## src/logic/csr_index_pkg.sv

```systemverilog
/*
 * Shared widths, buffer sizing, opcode and state enums, and the packed
 * records that travel between configuration, buffer, generator and memory
 */

package csr_index_pkg;

    // --------------------
    // Widths and sizing
    // --------------------
    localparam int DATA_W      = 32;
    localparam int COUNT_W     = 16;
    localparam int FIFO_DEPTH  = 4;
    localparam int FIFO_AW     = 2;
    // Byte distance between neighbouring CSR entries
    localparam int ENTRY_BYTES = 4;

    // --------------------
    // Enums
    // --------------------
    typedef enum logic [1:0] {
        CFG_BASE   = 2'd0,
        CFG_FIRST  = 2'd1,
        CFG_LAST   = 2'd2,
        CFG_COMMIT = 2'd3
    } cfg_op_e;

    typedef enum logic [1:0] {
        GEN_IDLE = 2'd0,
        GEN_LOAD = 2'd1,
        GEN_REQ  = 2'd2,
        GEN_NEXT = 2'd3
    } gen_state_e;

    // --------------------
    // Records
    // --------------------
    // One configuration word from the outside
    typedef struct packed {
        logic              valid;
        cfg_op_e           op;
        logic [DATA_W-1:0] data;
    } cfg_word_t;

    // Range of CSR indexes to walk, inclusive on both ends
    typedef struct packed {
        logic [DATA_W-1:0] base;
        logic [DATA_W-1:0] first;
        logic [DATA_W-1:0] last;
    } csr_range_t;

    // Job descriptor, number of ranges that make up one job
    typedef struct packed {
        logic               valid;
        logic [COUNT_W-1:0] job_count;
    } descriptor_t;

    // Wishbone classic master outputs
    typedef struct packed {
        logic              cyc;
        logic              stb;
        logic              we;
        logic [DATA_W-1:0] adr;
    } wb_req_t;

    // Wishbone classic slave outputs
    typedef struct packed {
        logic              ack;
        logic [DATA_W-1:0] dat;
    } wb_rsp_t;

    // Returned word tagged with the index it was read from
    typedef struct packed {
        logic              valid;
        logic [DATA_W-1:0] index;
        logic [DATA_W-1:0] data;
    } idx_pkt_t;

endpackage : csr_index_pkg
```

## src/logic/csr_index_engine.sv

```systemverilog
/*
 * CSR index engine top, config collector feeding a range FIFO that
 * feeds the Wishbone read generator
 */

`timescale 1ns/1ps

module csr_index_engine (
    input  logic                       ap_clk,
    input  logic                       areset_csr_engine,
    input  csr_index_pkg::descriptor_t descriptor_i,
    input  csr_index_pkg::cfg_word_t   cfg_word_i,
    output logic                       cfg_ready_o,
    output csr_index_pkg::wb_req_t     wb_req_o,
    input  csr_index_pkg::wb_rsp_t     wb_rsp_i,
    output csr_index_pkg::idx_pkt_t    pkt_o,
    output logic                       done_o
);

    // --------------------
    // Internal wires
    // --------------------
    logic                      buf_full;
    logic                      buf_empty;
    logic                      buf_push;
    logic                      buf_pop;
    csr_index_pkg::csr_range_t push_range;
    csr_index_pkg::csr_range_t head_range;

    // Configuration words into range records
    csr_index_configure i_csr_index_configure (
        .ap_clk            (ap_clk),
        .areset_csr_engine (areset_csr_engine),
        .cfg_word_i        (cfg_word_i),
        .cfg_ready_o       (cfg_ready_o),
        .buf_full_i        (buf_full),
        .push_o            (buf_push),
        .range_o           (push_range)
    );

    // Queue between configuration and generation
    csr_index_fifo i_csr_index_fifo (
        .ap_clk            (ap_clk),
        .areset_csr_engine (areset_csr_engine),
        .push_i            (buf_push),
        .range_i           (push_range),
        .pop_i             (buf_pop),
        .range_o           (head_range),
        .empty_o           (buf_empty),
        .full_o            (buf_full)
    );

    // Wishbone reads and index packets
    csr_index_generator i_csr_index_generator (
        .ap_clk            (ap_clk),
        .areset_csr_engine (areset_csr_engine),
        .descriptor_i      (descriptor_i),
        .range_i           (head_range),
        .buf_empty_i       (buf_empty),
        .pop_o             (buf_pop),
        .wb_req_o          (wb_req_o),
        .wb_rsp_i          (wb_rsp_i),
        .pkt_o             (pkt_o),
        .done_o            (done_o)
    );

endmodule : csr_index_engine

```

## src/logic/csr_index_generator.sv

```systemverilog
/*
 * Request generator, walks each buffered range with one Wishbone read per
 * index, emits index packets and tracks job completion for done_o
 */

`timescale 1ns/1ps

module csr_index_generator (
    input  logic                       ap_clk,
    input  logic                       areset_csr_engine,
    input  csr_index_pkg::descriptor_t descriptor_i,
    input  csr_index_pkg::csr_range_t  range_i,
    input  logic                       buf_empty_i,
    output logic                       pop_o,
    output csr_index_pkg::wb_req_t     wb_req_o,
    input  csr_index_pkg::wb_rsp_t     wb_rsp_i,
    output csr_index_pkg::idx_pkt_t    pkt_o,
    output logic                       done_o
);

    csr_index_pkg::gen_state_e state_q;
    csr_index_pkg::gen_state_e state_d;

    logic [csr_index_pkg::DATA_W-1:0]  base_q;
    logic [csr_index_pkg::DATA_W-1:0]  last_q;
    logic [csr_index_pkg::DATA_W-1:0]  index_q;
    logic [csr_index_pkg::COUNT_W-1:0] job_count_q;
    logic [csr_index_pkg::COUNT_W-1:0] completed_q;

    logic job_pending;
    logic range_empty;
    logic last_ack;

    assign job_pending = (completed_q < job_count_q);
    // Head record holds first > last, nothing to read
    assign range_empty = (range_i.first > range_i.last);
    assign last_ack    = (state_q == csr_index_pkg::GEN_REQ) & wb_rsp_i.ack
                         & (index_q == last_q);

    // --------------------
    // FSM
    // --------------------
    always_comb begin
        state_d = state_q;
        case (state_q)
            csr_index_pkg::GEN_IDLE: begin
                if (!buf_empty_i && job_pending) begin
                    state_d = csr_index_pkg::GEN_LOAD;
                end
            end
            csr_index_pkg::GEN_LOAD: begin
                state_d = range_empty ? csr_index_pkg::GEN_IDLE : csr_index_pkg::GEN_REQ;
            end
            csr_index_pkg::GEN_REQ: begin
                if (wb_rsp_i.ack) begin
                    state_d = csr_index_pkg::GEN_NEXT;
                end
            end
            default: begin
                state_d = (index_q == last_q) ? csr_index_pkg::GEN_IDLE
                                              : csr_index_pkg::GEN_REQ;
            end
        endcase
    end

    always_ff @(posedge ap_clk) begin
        if (areset_csr_engine) begin
            state_q <= csr_index_pkg::GEN_IDLE;
        end else begin
            state_q <= state_d;
        end
    end

    // Head record is taken in LOAD, one cycle after IDLE saw it
    assign pop_o = (state_q == csr_index_pkg::GEN_LOAD);

    // --------------------
    // Range walk
    // --------------------
    always_ff @(posedge ap_clk) begin
        if (state_q == csr_index_pkg::GEN_LOAD) begin
            base_q  <= range_i.base;
            last_q  <= range_i.last;
            index_q <= range_i.first;
        end else if (state_q == csr_index_pkg::GEN_NEXT && index_q != last_q) begin
            index_q <= index_q + 1'b1;
        end
    end

    // cyc/stb follow the registered state, adr is stable through REQ
    assign wb_req_o.cyc = (state_q == csr_index_pkg::GEN_REQ);
    assign wb_req_o.stb = (state_q == csr_index_pkg::GEN_REQ);
    assign wb_req_o.we  = 1'b0;
    assign wb_req_o.adr = base_q + index_q * csr_index_pkg::DATA_W'(csr_index_pkg::ENTRY_BYTES);

    // --------------------
    // Index packets
    // --------------------
    always_ff @(posedge ap_clk) begin
        if (areset_csr_engine) begin
            pkt_o.valid <= 1'b0;
        end else begin
            pkt_o.valid <= (state_q == csr_index_pkg::GEN_REQ) & wb_rsp_i.ack;
        end
    end

    always_ff @(posedge ap_clk) begin
        if (wb_rsp_i.ack) begin
            pkt_o.index <= index_q;
            pkt_o.data  <= wb_rsp_i.dat;
        end
    end

    // --------------------
    // Job tracking
    // --------------------
    always_ff @(posedge ap_clk) begin
        if (areset_csr_engine) begin
            job_count_q <= '0;
            completed_q <= '0;
            done_o      <= 1'b0;
        end else if (descriptor_i.valid) begin
            job_count_q <= descriptor_i.job_count;
            completed_q <= '0;
            done_o      <= 1'b0;
        end else begin
            if (last_ack || (state_q == csr_index_pkg::GEN_LOAD && range_empty)) begin
                completed_q <= completed_q + 1'b1;
            end
            // Sticky until the next descriptor
            if (completed_q == job_count_q && buf_empty_i && job_count_q != '0) begin
                done_o <= 1'b1;
            end
        end
    end

endmodule : csr_index_generator

```

## src/logic/csr_index_fifo.sv

```systemverilog
/*
 * Synchronous FIFO of range records between configuration and generator
 */

`timescale 1ns/1ps

module csr_index_fifo (
    input  logic                      ap_clk,
    input  logic                      areset_csr_engine,
    input  logic                      push_i,
    input  csr_index_pkg::csr_range_t range_i,
    input  logic                      pop_i,
    output csr_index_pkg::csr_range_t range_o,
    output logic                      empty_o,
    output logic                      full_o
);

    csr_index_pkg::csr_range_t mem_q [csr_index_pkg::FIFO_DEPTH];

    logic [csr_index_pkg::FIFO_AW-1:0] wr_ptr_q;
    logic [csr_index_pkg::FIFO_AW-1:0] rd_ptr_q;
    logic [csr_index_pkg::FIFO_AW:0]   count_q;

    // --------------------
    // Storage
    // --------------------
    always_ff @(posedge ap_clk) begin
        if (push_i) begin
            mem_q[wr_ptr_q] <= range_i;
        end
    end

    // --------------------
    // Pointers and occupancy
    // --------------------
    // Depth is a power of two, so the pointers wrap by themselves
    always_ff @(posedge ap_clk) begin
        if (areset_csr_engine) begin
            wr_ptr_q <= '0;
            rd_ptr_q <= '0;
            count_q  <= '0;
        end else begin
            if (push_i) begin
                wr_ptr_q <= wr_ptr_q + 1'b1;
            end
            if (pop_i) begin
                rd_ptr_q <= rd_ptr_q + 1'b1;
            end
            case ({push_i, pop_i})
                2'b10:   count_q <= count_q + 1'b1;
                2'b01:   count_q <= count_q - 1'b1;
                default: count_q <= count_q;
            endcase
        end
    end

    // Head is valid whenever the buffer is not empty
    assign range_o = mem_q[rd_ptr_q];
    assign empty_o = (count_q == '0);
    assign full_o  = (count_q == (csr_index_pkg::FIFO_AW + 1)'(csr_index_pkg::FIFO_DEPTH));

endmodule : csr_index_fifo

```

## src/logic/csr_index_configure.sv

```systemverilog
/*
 * Configuration collector, decodes config words into a held range record
 * and pushes that record into the buffer on COMMIT
 */

`timescale 1ns/1ps

module csr_index_configure (
    input  logic                      ap_clk,
    input  logic                      areset_csr_engine,
    input  csr_index_pkg::cfg_word_t  cfg_word_i,
    output logic                      cfg_ready_o,
    input  logic                      buf_full_i,
    output logic                      push_o,
    output csr_index_pkg::csr_range_t range_o
);

    // --------------------
    // Handshake
    // --------------------
    logic                      cfg_accept;
    csr_index_pkg::csr_range_t range_q;

    // Words are only taken while the buffer has room
    assign cfg_ready_o = ~buf_full_i;
    assign cfg_accept  = cfg_word_i.valid & cfg_ready_o;

    // --------------------
    // Held range record
    // --------------------
    // Fields persist across commits, so a later commit may rewrite
    // just one of them
    always_ff @(posedge ap_clk) begin
        if (areset_csr_engine) begin
            range_q <= '0;
        end else if (cfg_accept) begin
            case (cfg_word_i.op)
                csr_index_pkg::CFG_BASE: begin
                    range_q.base <= cfg_word_i.data;
                end
                csr_index_pkg::CFG_FIRST: begin
                    range_q.first <= cfg_word_i.data;
                end
                csr_index_pkg::CFG_LAST: begin
                    range_q.last <= cfg_word_i.data;
                end
                default: begin
                    // COMMIT leaves the record as it is
                    range_q <= range_q;
                end
            endcase
        end
    end

    // --------------------
    // Commit
    // --------------------
    // Record enters the buffer on the same edge the COMMIT word is taken
    assign push_o  = cfg_accept & (cfg_word_i.op == csr_index_pkg::CFG_COMMIT);
    assign range_o = range_q;

endmodule : csr_index_configure

```

## config.mk

```make
export PLATFORM = sky130hd
export DESIGN_NAME = csr_index_engine
export DESIGN_NICKNAME = d
export VERILOG_FILES = /design/src/logic/csr_index_pkg.sv /design/src/logic/csr_index_engine.sv /design/src/logic/csr_index_generator.sv /design/src/logic/csr_index_fifo.sv /design/src/logic/csr_index_configure.sv
export SDC_FILE = /design/constraint.sdc
export NUM_CORES = 1
export LEC_CHECK = 0
export BUFFER_PORTS_ARGS = -buffer_cell sky130_fd_sc_hd__buf_4
export CORE_ASPECT_RATIO = 0.6
export CORE_MARGIN = 10
export CORE_UTILIZATION = 67
export CTS_BUF_LIST = sky130_fd_sc_hd__clkbuf_8
export DETAILED_ROUTE_END_ITERATION = 8
export PLACE_DENSITY = 0.95
export SETUP_SLACK_MARGIN = 0.2
export SLEW_MARGIN = 40
export SYNTH_ARGS = -nofsm -noshare
export SYNTH_HDL_FRONTEND = slang
export SYNTH_SLANG_ARGS = --single-unit
```

## constraint.sdc

```tcl
create_clock -name ap_clk -period 12.8 [get_ports ap_clk]
set_input_delay 0.64 -clock ap_clk [delete_from_list [all_inputs] [get_ports ap_clk]]
set_output_delay 0.64 -clock ap_clk [all_outputs]
set_load 0.01 [all_outputs]
```

After elaboration in Yosys (flattened, before gate mapping)
Memories as Yosys holds them, arrays and structs flattened. A register that Yosys moved wholly into a read port is not among the register bits. Index checks and enable logic that the tools add are counted.

Add/sub/neg operators: 7. $lt $le $gt $ge: 2. Eq/ne operators: 14. Muxes and demuxes: 12. Bitwise operators: 5. Reduce and logical (&&, ||, !) cells: 18.

Operators by type and width (number): $mux W32 (2); $add A32 B1 Y32 const B (1); $add A32 B32 Y32 (1); $eq A32 B32 Y1 (1); $gt A32 B32 Y1 (1); $ne A32 B32 Y1 (1); $add A16 B1 Y16 const B (1); $eq A16 B16 Y1 (1); $lt A16 B16 Y1 (1); $reduce_bool A16 Y1 (1); $mux W2 (6); $eq A2 B2 Y1 const B (5); $reduce_and A2 Y1 (4); $eq A2 B1 Y1 const B (3); $pmux W2 S3 (1); $pmux W3 S2 (1); $logic_and A1 B1 Y1 (5); $add A2 B1 Y2 const B (2); $and A1 B1 Y1 (4); $logic_not A2 Y1 (2); $ne A2 B1 Y1 const B (2); $reduce_bool A2 Y1 (2); $add A3 B1 Y3 const B (1); $eq A3 B3 Y1 const B (1); other kinds (7) (8).

Flip-flop bits (word level): 299. Memory bits (writable): 384. Input bits: 87. Word-level logic and storage cells: 75. Memories kept: 1.

Memories: i_csr_index_fifo.mem_q (words 4, bits a word 96, rd ports 1, clocked after Yosys merged registers in 1, write ports 1, RTL line csr_index_fifo.sv:18) `csr_index_pkg::csr_range_t mem_q [csr_index_pkg::FIFO_DEPTH];`.

Logic depth before layout (Yosys ltp)
Gate-level depths: netlist (run 1).

Word-level depth: 6. Depth in mapped cells: 16.

By module
Synthesis (run 1) repeated with hierarchy kept, for this count alone.

Cells, all modules: 1819. Area total of the unflattened synthesis: 28601.2 µm².

By module, submodules not included: csr_index_fifo (instances 1, cells each 549, area an instance 14292.5 µm²); csr_index_generator (instances 1, cells each 918, area an instance 10361.2 µm²); csr_index_configure (instances 1, cells each 352, area an instance 3947.5 µm²).

Least setup slack after synthesis (run 1)
Ideal clock, no wire load.

Kind: input to register. Start point: input port cfg_word_i[32] (netlist name). End point: memory i_csr_index_fifo.mem_q[0][0] (netlist name), enable pin. Arrival: 4982 ps. Required time: 12248 ps. Setup slack: 7266 ps. Stages on the path: 2. Buffers on the path: 0. Path through: nand4_1 nor2_1.

Word-level cells in the longest chain between the ends: 4.

Ends and longest elaborated chain: from (decl) (RTL line csr_index_engine.sv:12) `input csr_index_pkg::cfg_word_t cfg_word_i,`; $eq A2 B2 Y1 (RTL line csr_index_configure.sv:59) `assign push_o = cfg_accept & (cfg_word_i.op == csr_index_pkg::CFG_COMMIT);`; $and A1 B1 Y1 (RTL line csr_index_configure.sv:59); $mux W1 (RTL line csr_index_fifo.sv:28) `if (push_i) begin`; $mux W1 (not written as such) (RTL line csr_index_fifo.sv:29) `mem_q[wr_ptr_q] <= range_i;`; to (decl) (RTL line csr_index_fifo.sv:18).

No other way between the ends.

==> results of run 1 <==
==> synth_stat cells, drive strengths merged (4+ instances only) <==
| library cell | instances |
|---|---|
| nor4 | 16 |
| mux4 | 96 |
| nand2b | 9 |
| a211oi | 4 |
| nor2b | 10 |
| mux2i | 19 |
| nand2 | 270 |
| buf | 19 |
| a21o | 23 |
| o21a | 11 |
| nand4 | 28 |
| edfxtp | 544 |
| xor2 | 63 |
| ha | 84 |
| xnor2 | 35 |
| nand3 | 20 |
| dfxtp | 141 |
| nor3 | 6 |
| clkbuf | 57 |
| inv | 67 |
| or3 | 8 |
| and3 | 7 |
| o21ai | 60 |
| and2 | 4 |
| a21oi | 137 |
| nor2 | 69 |
==> worst register-to-register path: stages, from the launching register on <==
cell and delay (ns):
sky130_fd_sc_hd__dfxtp_4 0.77, sky130_fd_sc_hd__buf_6 0.61, sky130_fd_sc_hd__mux4_2 0.51, sky130_fd_sc_hd__ha_1 0.36, sky130_fd_sc_hd__a21oi_1 0.08, sky130_fd_sc_hd__o21ai_0 0.34
sky130_fd_sc_hd__a211oi_1 0.17, sky130_fd_sc_hd__o31ai_1 0.61, sky130_fd_sc_hd__a21oi_1 0.14, sky130_fd_sc_hd__o21a_4 0.33, sky130_fd_sc_hd__or4_4 0.59, sky130_fd_sc_hd__or4_1 0.47
sky130_fd_sc_hd__nand2_1 0.08
==> per-stage QoR <==
step | utilization | hold slack, ns
floorplan | - | 0.451
global placement | 0.727 | 0.467
detailed placement | 0.732 | 0.483
CTS | 0.778 | 0.105
global route | 0.778 | 0.122
finish | 0.778 | 0.142
==> power by group through the flow <==
stage / Combinational, uW / Clock (uW) / Sequential [uW]
4_1_cts: 1500 / 1670 / 2780
3_3_place_gp: 1380 / 0 / 2810
5_1_grt: 1620 / 1760 / 2800
3_5_place_dp: 1460 / 0 / 2830
6_report: 1520 / 1650 / 2790
2_1_floorplan: 935 / 0 / 2760
==> state kept, by name, indices dropped and copies added (netlist names), named ones only <==
register                           count
i_csr_index_configure.range_o         96
i_csr_index_fifo.count_q               3
i_csr_index_fifo.mem_q               384
i_csr_index_fifo.rd_ptr_q              2
i_csr_index_fifo.wr_ptr_q              2
i_csr_index_generator.base_q          32
i_csr_index_generator.completed_q     16
i_csr_index_generator.done_o           1
i_csr_index_generator.index_q         32
i_csr_index_generator.job_count_q     16
i_csr_index_generator.last_q          32
i_csr_index_generator.pkt_o           65
i_csr_index_generator.state_q          2
==> worst max-delay path by stage <==
stage,slack (ns),startpoint,to
final,7.27,i_csr_index_generator.index_q[0]$_DFFE_PP_,wb_req_o[28]
after global routing,7.10,i_csr_index_generator.index_q[0]$_DFFE_PP_,wb_req_o[28]
after CTS,7.27,i_csr_index_generator.index_q[0]$_DFFE_PP_,wb_req_o[28]
after detailed placement,7.59,register,i_csr_index_generator.completed_q[14]$_SDFFE_PP0P_
after global placement,7.73,register,i_csr_index_generator.completed_q[13]$_SDFFE_PP0P_
after floorplan,7.27,cfg_word_i[32],i_csr_index_fifo.mem_q[0][0]$_DFFE_PP_
==> cell families after synthesis <==
| family | after synthesis | synth area share |
|---|---|---|
| fa+ha+maj | 86 | 0.0396 |
| simple gates | 459 | 0.0734 |
| compound gates | 262 | 0.0545 |
| mux | 116 | 0.0857 |
| flops | 685 | 0.695 |
| xor+xnor | 98 | 0.0311 |
| other cells | 1 | 0.000136 |
| buf+inv | 143 | 0.0206 |
==> area by class of cell <==
| type | count | area (sq um) |
|---|---|---|
| timing repair buffer | 209 | 1700 |
| multi-input combinational | 1022 | 7930 |
| clock buffer | 114 | 1570 |
| clock inverter | 64 | 307 |
| fill | 2097 | 8990 |
| tap | 531 | 664 |
| sequential | 685 | 19200 |
| inverter | 67 | 251 |
==> per-layer routing <==
metal | GRT usage | vias up | share of wire
met2 | 0.454 | 1355 | 0.49
met1 | 0.356 | 8479 | 0.35
li1 | - | 7366 | -
met5 | 0 | - | 0.00019
met4 | 0.0973 | 2 | 0.030
met3 | 0.0761 | 220 | 0.13
==> out/qor.tcl, run 1 <==
set qor(power_frac_clock) 0.277
set qor(cts_made_buffers) 94
set qor(critPathTopFamily) {compound AO/OA/AOI/OAI gates}
set qor(final_max_slew_viol_count) 0
set qor(areaGrowthSynthToFinish_pct) 14.6
set qor(p_sw_uw) 1850
set qor(yosys_register_bits) 685
set qor(rows) 57
set qor(setup_repair_after_global_routing_missed_its_margin) {no}
set qor(proportion_of_power_drawn_by_combinational_gates) 0.255
set qor(avgSynthCellArea_sq_um) 14.9
set qor(cts_sinks) 685
set qor(grt_start_max_net_pins) 97
set qor(power.switching_fraction) 0.311
set qor(gr-usage-all-layers) 0.277
set qor(die_height_um) 177
set qor(required_ns) 12.16
set qor(seq_area_frac_synth) 0.695
set qor(detailedPlace.worstSlack_ns) 7.59
set qor(finalClockSkew_ns) 0.0371
set qor(layout_common_cells) {sky130_fd_sc_hd__edfxtp_1, sky130_fd_sc_hd__nand2_1, sky130_fd_sc_hd__buf_4}
set qor(ys_dominant_reg_cell) {sky130_fd_sc_hd__edfxtp_1}
set qor(grt_pass1_vias) 18000
set qor(seqPwrFrac) 0.468
set qor(postCtsSetupRepairBufs) 0
set qor(fin_ws_ns) 7.27
set qor(placed_area_sq_um) 29700
set qor(timing.critical_path.cells) {ha_1, inv_1, fa_1, nor2b_1, o31a_1, o31a_1, o41ai_1, o21ai_1, a21oi_1, o21a_1, o21bai_1, xor2_1, buf_4}
set qor(width_of_the_chip_um) 282
set qor(ports) 189
set qor(start_kind) {register}
set qor(vdd_ir_drop_max_v) 0.000107
set qor(yosys_warnings) 0
set qor(postSynthCellCount) 1850
set qor(internal-power_uw) 4110
set qor(critical_path.max_fanout) 8
set qor(clk_pin_slew_worst_paths_ns) 0.07
set qor(setup-violations-final) 0
set qor(stdcell_area_sq_um) 31600
set qor(initial_antenna_violation_count) 2
set qor(drv.max_cap_violation_count) 0
set qor(finish.cell_count_without_fillers) 2692
set qor(critPathSlowestCell) {sky130_fd_sc_hd__o41ai_1}
set qor(total_placed_cells_including_tap_cells) 2514
set qor(synth_enable_flop_cells) 544
set qor(floorplan.core_area_sq_um) 40600
set qor(finalSetupTns_ns) 0
set qor(cts_tree) {built}
set qor(route.detailed.vias_per_inst) 6.47
set qor(cp_num_buf_inv) 2
set qor(p_total_uw) 5960
set qor(floorplan.initialDensity) 0.679
set qor(clk_path_buf_depth) 3
set qor(worstHoldPathType) {in -> reg}
set qor(run_status) {finished clean}
set qor(drt-pass1-iter-count) 6
set qor(setup.worst_path.end_class) {primary output}
set qor(hold_buffers) 0
set qor(totalWireLength_um) 69300
set qor(clock_period_minus_final_worst_setup_slack_ns) 5.53
set qor(crit-reg2reg-capture) {i_csr_index_generator.completed_q[13]$_SDFFE_PP0P_}
set qor(layout-drive-gt1-share) 0.214
set qor(critical_path.max_stage_delay_ns) 0.66
set qor(worst_skew_late_latency_ns) 0.69
set qor(post-synth-top-area-fraction) 0.593
set qor(synth_area_sq_um) 27600
set qor(cts-htree-levels) 3
set qor(path_depth) 13
set qor(synth.net_count) 2023
set qor(wl_per_cell_um) 25.7
set qor(mostFrequentLayoutCell) {sky130_fd_sc_hd__edfxtp_1}
set qor(synthDominantAreaCellType) {sky130_fd_sc_hd__edfxtp_1}
set qor(num-nets-final) 2252
set qor(maxSlewHeadroom) 0.451
set qor(worst_ep_arrival_time_ns) 4.89
set qor(worst_path_most_repeated_cell) {sky130_fd_sc_hd__o31a_1}
set qor(timing.fmax_mhz) 181
set qor(remaining_drc_errors) 0
set qor(hold_path.startpoint) {wb_rsp_i[30]}
set qor(globalRoute.totalOverflow) 0
set qor(leakagePower_uw) 0.0111
set qor(period_share) 0.432
set qor(yosys-top-cells-area) {sky130_fd_sc_hd__edfxtp_1, sky130_fd_sc_hd__dfxtp_1, sky130_fd_sc_hd__mux4_2}
set qor(holdPathEnd) {i_csr_index_generator.pkt_o[30]$_DFFE_PP_}
set qor(antenna_cells) 0
set qor(power_density_nw_per_um2) 189
set qor(grt_first_pass_wirelength_um) 106000
set qor(timing.setup.critical_path_class) {reg -> out}
set qor(async_reset_ff_frac) 0
set qor(port_buffers) 187
set qor(detail-route-antenna-nets) 0
set qor(worstHoldPathCells) 1
set qor(detailroute.via_count) 17400
set qor(routabilityCongestion) 0.870
set qor(cts_root_buffer) {sky130_fd_sc_hd__clkbuf_8}
set qor(reg2reg_setup_slack_ns) 7.68
set qor(design.die.area_sq_um) 49900
set qor(netlist-cell-type-count) 59
set qor(finalHoldViolCount) 0
set qor(tightest_slew_ns) 0.822
set qor(drt-initial-drc-count) 2430
set qor(cts_resized) 0
set qor(reg2reg_depth) 12
set qor(detailed_place_hpwl_um) 42900
Note: power is estimated with default switching activity, not from simulation.
==> inputs of run 2 (changes only) <==
CORE_UTILIZATION = 63   (was 67)
PLACE_DENSITY = 0.93   (was 0.95)
clock period = 5.5 ns   (was 12.8 ns; I/O delays follow)
==> run 2 against run 1 <==
Net effect: clock-buffer cell count increased by 2; routed wire length shrank 3.4%; die area grew 5.8%; global-route usage down 2.5 points; clock power increased by 130%; flip-flop and latch count unchanged; cell area rose by 2.5%; sequential power increased by 130%; critical endpoint is now wb_req_o[31]; largest cell class unchanged; largest power group unchanged; highest routed layer unchanged.
==> out/qor.tcl, run 2 (synthesis gave the netlist of run 1 again) <==
set qor(clock_period_minus_final_worst_setup_slack_ns) 4.78
set qor(totalWireLength_um) 66900 ;# -3.4%
set qor(worst_ep_arrival_time_ns) 4.51 ;# -0.38 ns
set qor(tightest_slew_ns) 0.765 ;# -0.0566 ns
set qor(cts_resized) 0 ;# unchanged
set qor(grt_pass1_vias) 18100 ;# +0.60%
set qor(critPathTopFamily) {compound AO/OA/AOI/OAI gates}
set qor(final_max_slew_viol_count) 0 ;# unchanged
set qor(routabilityCongestion) 0.876 ;# +0.70%
set qor(cts_sinks) 685 ;# unchanged
set qor(design.die.area_sq_um) 52800 ;# +5.8%
set qor(clk_pin_slew_worst_paths_ns) 0.07 ;# about the same
set qor(total_placed_cells_including_tap_cells) 2560 ;# +1.8%
set qor(critical_path.max_fanout) 8 ;# unchanged
set qor(leakagePower_uw) 0.0114 ;# +2.5%
set qor(layout-drive-gt1-share) 0.203 ;# -0.0106
set qor(post-route-util) 0.748 ;# -0.0301
set qor(detailedPlace.worstSlack_ns) 1.20 ;# -6.40 ns
set qor(antenna_cells) 0 ;# unchanged
set qor(mostFrequentLayoutCell) {sky130_fd_sc_hd__edfxtp_1}
set qor(die_height_um) 182 ;# +2.8%
set qor(timing.fmax_mhz) 209
set qor(drt-initial-drc-count) 2434 ;# +0.16%
set qor(route.detailed.vias_per_inst) 6.12 ;# -5.4%
set qor(critical_path.max_stage_delay_ns) 0.75 ;# +0.09 ns
set qor(num-nets-final) 2329 ;# +3.4%
set qor(number_of_flip_flops_under_the_largest_register_name) 384 ;# unchanged
set qor(met2_usage) 0.421 ;# -0.0330
set qor(wl_per_cell_um) 23.8 ;# -7.5%
set qor(period_share) 0.870
set qor(setup_repair_after_global_routing_missed_its_margin) {no}
set qor(worstHoldPathType) {in -> reg}
set qor(worst_skew_late_latency_ns) 0.67 ;# -0.02 ns
set qor(cp_num_buf_inv) 1 ;# -1
set qor(areaGrowthSynthToFinish_pct) 17.4
set qor(drv.max_cap_violation_count) 0 ;# unchanged
set qor(cts_made_buffers) 93 ;# -1.1%
set qor(width_of_the_chip_um) 290 ;# +2.9%
set qor(worst_path_most_repeated_cell) {sky130_fd_sc_hd__o21ai_0}
set qor(grt_first_pass_wirelength_um) 104000 ;# -1.0%
set qor(vdd_ir_drop_max_v) 0.000327 ;# +200%
set qor(finalSetupTns_ns) 0 ;# unchanged
set qor(maxSlewHeadroom) 0.477 ;# +0.0259
set qor(floorplan.initialDensity) 0.637 ;# -0.0421
set qor(power_density_nw_per_um2) 426 ;# +130%
set qor(globalRoute.totalOverflow) 0 ;# unchanged
set qor(timing.setup.critical_path_class) {reg -> out}
set qor(cts_root_buffer) {sky130_fd_sc_hd__clkbuf_8}
set qor(cts-htree-levels) 3 ;# unchanged
set qor(critPathSlowestCell) {sky130_fd_sc_hd__a2111oi_0}
set qor(finalClockSkew_ns) 0.0350 ;# -0.00204 ns
set qor(grt_start_max_net_pins) 97 ;# unchanged
set qor(clk_path_buf_depth) 3 ;# unchanged
set qor(cts_tree) {built}
set qor(floorplan.core_area_sq_um) 43300 ;# +6.6%
set qor(use_met3) 0.0628 ;# -0.0133
set qor(finalHoldViolCount) 0 ;# unchanged
set qor(ports) 189 ;# unchanged
set qor(timing.critical_path.cells) {ha_1, a211oi_1, o21ai_0, a2111oi_0, o21a_1, nand2b_1, a41o_1, o21ai_0, a21oi_1, xnor2_1, buf_4}
set qor(start_kind) {register}
set qor(initial_antenna_violation_count) 1 ;# -1
set qor(rows) 59 ;# +3.5%
set qor(layout_common_cells) {sky130_fd_sc_hd__edfxtp_1, sky130_fd_sc_hd__nand2_1, sky130_fd_sc_hd__buf_4}
set qor(detailed_place_hpwl_um) 41600 ;# -3.1%
set qor(grt_use_met1) 0.320 ;# -0.0364
set qor(drt-pass1-iter-count) 5 ;# -1
set qor(remaining_drc_errors) 0 ;# unchanged
set qor(run_status) {finished clean}
set qor(detail-route-antenna-nets) 0 ;# unchanged
set qor(globalRoute.busiestLayer) {met2}
set qor(detailroute.via_count) 17200 ;# -1.2%
set qor(finish.cell_count_without_fillers) 2813 ;# +4.5%
set qor(gr-usage-all-layers) 0.252 ;# -0.0253
set qor(fin_ws_ns) 0.717 ;# -6.55 ns
set qor(setup.worst_path.end_class) {primary output}
set qor(required_ns) 5.22 ;# -6.94 ns
set qor(setup-violations-final) 0 ;# unchanged
set qor(port_buffers) 187 ;# unchanged
set qor(top_register) {i_csr_index_fifo.mem_q}
-- run 2: changes by cell type in the layout (fill, tap and decap cells not counted), sizes merged --
cell,previous run,this run
dlygate4sd3,0,80
buf,208,207
inv,108,103
clkbuf,115,116
clkinv,20,18
-- run 2: where the power goes --
| part | internal [uW] | leakage, uW | switching, uW |
|---|---|---|---|
| clock | 1950 | 0.00109 | 1860 |
| sequential | 6100 | 0.00601 | 353 |
| combinational | 1580 | 0.00428 | 1950 |
-- run 2: timing repair --
item | in CTS | in global routing
hold buffers | 80 | 0
hold endpoints to repair | 144 | 0
setup buffers | 0 | 0
-- run 2: cell type report --
| type | count | area (sq um) |
|---|---|---|
| flip-flops and latches | 685 | 19200 |
| fillers | 2399 | 10900 |
| multi-input cells | 1022 | 7920 |
| repair buffers | 287 | 2450 |
| clock buffers | 116 | 1600 |
| well taps | 579 | 724 |
| clock inverters | 57 | 269 |
| inverters | 67 | 251 |
-- run 2: worst paths after layout --
check / from / to / slack [ns] / depth (start not counted)
max: i_csr_index_generator.index_q[1]$_DFFE_PP_ / wb_req_o[31] / 0.72 / 11
min: areset_csr_engine / i_csr_index_generator.job_count_q[13]$_SDFFE_PP0P_ / 0.06 / 2
max reg2reg: register / i_csr_index_generator.completed_q[13]$_SDFFE_PP0P_ / 1.15 / 11
min reg2reg: i_csr_index_configure.range_o[44]$_SDFFE_PP0P_ / i_csr_index_configure.range_o[44]$_SDFFE_PP0P_ / 0.50 / 2
-- run 2: per-layer routing --
layer / wire [um] / up-vias / share of wire
met5: 12 / - / 0.00018
met3: 7390 / 167 / 0.11
met4: 1820 / 2 / 0.027
met1: 24400 / 8432 / 0.36
li1: - / 7521 / -
met2: 33300 / 1097 / 0.50
-- run 2: per-stage QoR --
stage	hold WS (ns)	instance area (sq um)	total power, uW
3_5_place_dp	0.454	29700	9990
3_3_place_gp	0.453	29700	9770
2_1_floorplan	0.374	27600	8610
5_1_grt	0.0635	32400	14400
4_1_cts	0.0373	32400	13800
6_report	0.0600	32400	13800
==> inputs of run 3 (changes only) <==
CORE_UTILIZATION = 67   (was 63)
PLACE_DENSITY = 0.95   (was 0.93)
clock period = 6.1 ns   (was 5.5 ns; I/O delays follow)
==> run 3 against run 2 <==
Net effect: power decreased by 8.9%; sequential power decreased by 9.3%; routed wire length increased by 3.7%.
==> out/qor.tcl, run 3 (synthesis gave the netlist of run 1 again) <==
set qor(vdd_ir_drop_max_v) 0.000211 ;# -35%
set qor(cts-htree-levels) 3 ;# unchanged
set qor(tightest_slew_ns) 0.865 ;# +0.0997 ns
set qor(areaGrowthSynthToFinish_pct) 17.2
set qor(critical_path.max_fanout) 8 ;# unchanged
set qor(total_placed_cells_including_tap_cells) 2513 ;# -1.8%
set qor(worst_skew_late_latency_ns) 0.67 ;# about the same
set qor(cts_sinks) 685 ;# unchanged
set qor(final_max_slew_viol_count) 0 ;# unchanged
set qor(postCtsSetupRepairBufs) 0 ;# unchanged
set qor(gr-usage-all-layers) 0.280 ;# +0.0277
set qor(finalHoldViolCount) 0 ;# unchanged
set qor(rows) 57 ;# -3.4%
set qor(detailedPlace.worstSlack_ns) 1.17 ;# -0.0246 ns
set qor(wl_per_cell_um) 25.1 ;# +5.4%
set qor(setup-violations-final) 0 ;# unchanged
set qor(finish.cell_count_without_fillers) 2769 ;# -1.6%
set qor(run_status) {finished clean}
set qor(route.detailed.vias_per_inst) 6.42 ;# +4.8%
set qor(maxSlewHeadroom) 0.423 ;# -0.0533
set qor(timing.setup.critical_path_class) {reg -> out}
set qor(power.switching_fraction) 0.309 ;# +0.00703
set qor(period_share) 0.821
set qor(width_of_the_chip_um) 282 ;# -2.8%
set qor(worstHoldPathType) {in -> reg}
set qor(required_ns) 5.79 ;# +0.57 ns
set qor(detailed_place_hpwl_um) 41600 ;# +0.11%
set qor(drt-initial-drc-count) 2483 ;# +2.0%
set qor(ports) 189 ;# unchanged
set qor(seqPwrFrac) 0.465 ;# -0.002
set qor(mostFrequentLayoutCell) {sky130_fd_sc_hd__edfxtp_1}
set qor(grt_pass1_vias) 18500 ;# +1.8%
set qor(timing.fmax_mhz) 200
set qor(sequential_area_sq_um) 19200 ;# unchanged
set qor(detailroute.via_count) 17800 ;# +3.2%
set qor(clk_pin_slew_worst_paths_ns) 0.07 ;# about the same
set qor(top_register) {i_csr_index_fifo.mem_q}
set qor(setup.worst_path.end_class) {primary output}
set qor(finalClockSkew_ns) 0.0234 ;# -0.0116 ns
set qor(routabilityCongestion) 0.906 ;# +3.5%
set qor(post-route-util) 0.796 ;# +0.0479
set qor(stdcell_area_sq_um) 32300 ;# -0.19%
set qor(grt_start_max_net_pins) 90 ;# -7.2%
set qor(cts_resized) 0 ;# unchanged
set qor(globalRoute.totalOverflow) 0 ;# unchanged
set qor(power_density_nw_per_um2) 389 ;# -8.7%
set qor(layout-drive-gt1-share) 0.205 ;# +0.00196
set qor(multi_input_comb_area_sq_um) 7940 ;# +0.25%
set qor(leakagePower_uw) 0.0114 ;# +0.14%
set qor(drt-pass1-iter-count) 5 ;# unchanged
set qor(setup_repair_after_global_routing_missed_its_margin) {no}
set qor(clock_period_minus_final_worst_setup_slack_ns) 5.01
set qor(internal-power_uw) 8690 ;# -9.8%
set qor(cts_root_buffer) {sky130_fd_sc_hd__clkbuf_8}
set qor(detail-route-antenna-nets) 0 ;# unchanged
set qor(cts_tree) {built}
set qor(num-nets-final) 2330 ;# +0.043%
set qor(floorplan.initialDensity) 0.679 ;# +0.0421
set qor(number_of_flip_flops_under_the_largest_register_name) 384 ;# unchanged
set qor(proportion_of_power_drawn_by_combinational_gates) 0.258 ;# +0.002
set qor(worst_ep_arrival_time_ns) 4.70 ;# +0.19 ns
set qor(n_fill_cell) 1995 ;# -17%
set qor(clk_path_buf_depth) 3 ;# unchanged
set qor(layout_common_cells) {sky130_fd_sc_hd__edfxtp_1, sky130_fd_sc_hd__nand2_1, sky130_fd_sc_hd__buf_4}
set qor(floorplan.core_area_sq_um) 40600 ;# -6.2%
set qor(placed_area_sq_um) 29600 ;# -0.36%
set qor(die_height_um) 177 ;# -2.7%
set qor(totalWireLength_um) 69400 ;# +3.7%
set qor(grt_first_pass_wirelength_um) 107000 ;# +2.3%
set qor(start_kind) {register}
set qor(fin_ws_ns) 1.09 ;# +0.376 ns
set qor(remaining_drc_errors) 0 ;# unchanged
set qor(drv.max_cap_violation_count) 0 ;# unchanged
set qor(finalSetupTns_ns) 0 ;# unchanged
set qor(p_sw_uw) 3880 ;# -6.7%
set qor(design.die.area_sq_um) 49900 ;# -5.4%
set qor(power_frac_clock) 0.276 ;# about the same
set qor(port_buffers) 187 ;# unchanged
set qor(initial_antenna_violation_count) 1 ;# unchanged
set qor(cts_made_buffers) 93 ;# unchanged
[run 3: worst max-delay path, stage by stage, from the launching register on]
cell and delay (ns):
sky130_fd_sc_hd__edfxtp_1 0.62, sky130_fd_sc_hd__ha_1 0.35, sky130_fd_sc_hd__inv_1 0.08, sky130_fd_sc_hd__fa_1 0.20, sky130_fd_sc_hd__nor2b_1 0.08, sky130_fd_sc_hd__o31a_1 0.28
sky130_fd_sc_hd__o31a_1 0.33, sky130_fd_sc_hd__o41ai_2 0.56, sky130_fd_sc_hd__o21ai_1 0.32, sky130_fd_sc_hd__a21oi_1 0.47, sky130_fd_sc_hd__o21a_1 0.29, sky130_fd_sc_hd__o21bai_1 0.12
sky130_fd_sc_hd__xor2_1 0.17, sky130_fd_sc_hd__buf_4 0.15
[run 3: per-stage QoR]
stage | hold WS, ns | power [uW]
6_report | 0.0656 | 12600
5_1_grt | 0.0455 | 13000
4_1_cts | 0.0347 | 12500
3_5_place_dp | 0.483 | 9000
3_3_place_gp | 0.469 | 8800
2_1_floorplan | 0.404 | 7760
[run 3: power by group through the flow]
stage          clock network, uW  registers (uW)  logic (uW)
2_1_floorplan                  0            5800        1960
3_3_place_gp                   0            5910        2890
4_1_cts                     3500            5840        3200
6_report                    3480            5850        3250
5_1_grt                     3680            5880        3470
3_5_place_dp                   0            5940        3070
[run 3: final timing paths]
check / from / to / slack (ns) / cells after the start
setup reg to reg: register / i_csr_index_generator.completed_q[15]$_SDFFE_PP0P_ / 1.14 / 12
setup / recovery: i_csr_index_generator.index_q[0]$_DFFE_PP_ / wb_req_o[28] / 1.09 / 13
hold / removal: areset_csr_engine / i_csr_index_generator.job_count_q[12]$_SDFFE_PP0P_ / 0.07 / 2
hold reg to reg: i_csr_index_configure.range_o[15]$_SDFFE_PP0P_ / i_csr_index_fifo.mem_q[1][15]$_DFFE_PP_ / 0.49 / 0
[run 3: final cells by class]
cell class,count,share of cell area
Sequential cell,685,0.593
Multi-Input combinational cell,1022,0.246
Timing Repair Buffer,288,0.0749
Clock buffer,113,0.0481
Tap cell,531,0.0206
Clock inverter,62,0.00980
Inverter,67,0.00778
Antenna cell,1,0.0000774
[run 3: layer usage]
layer  track usage  up-vias  wire length [um]
met5             0        -                 0
met4         0.109        0              2240
met3        0.0733      225              8260
met2         0.459     1366             33900
met1         0.356     8646             25100
li1              -     7530                 -
[run 3: repair_timing]
item                       CTS  global route
hold endpoints to repair   144             0
hold buffers                80             0
setup endpoints to repair    0             0
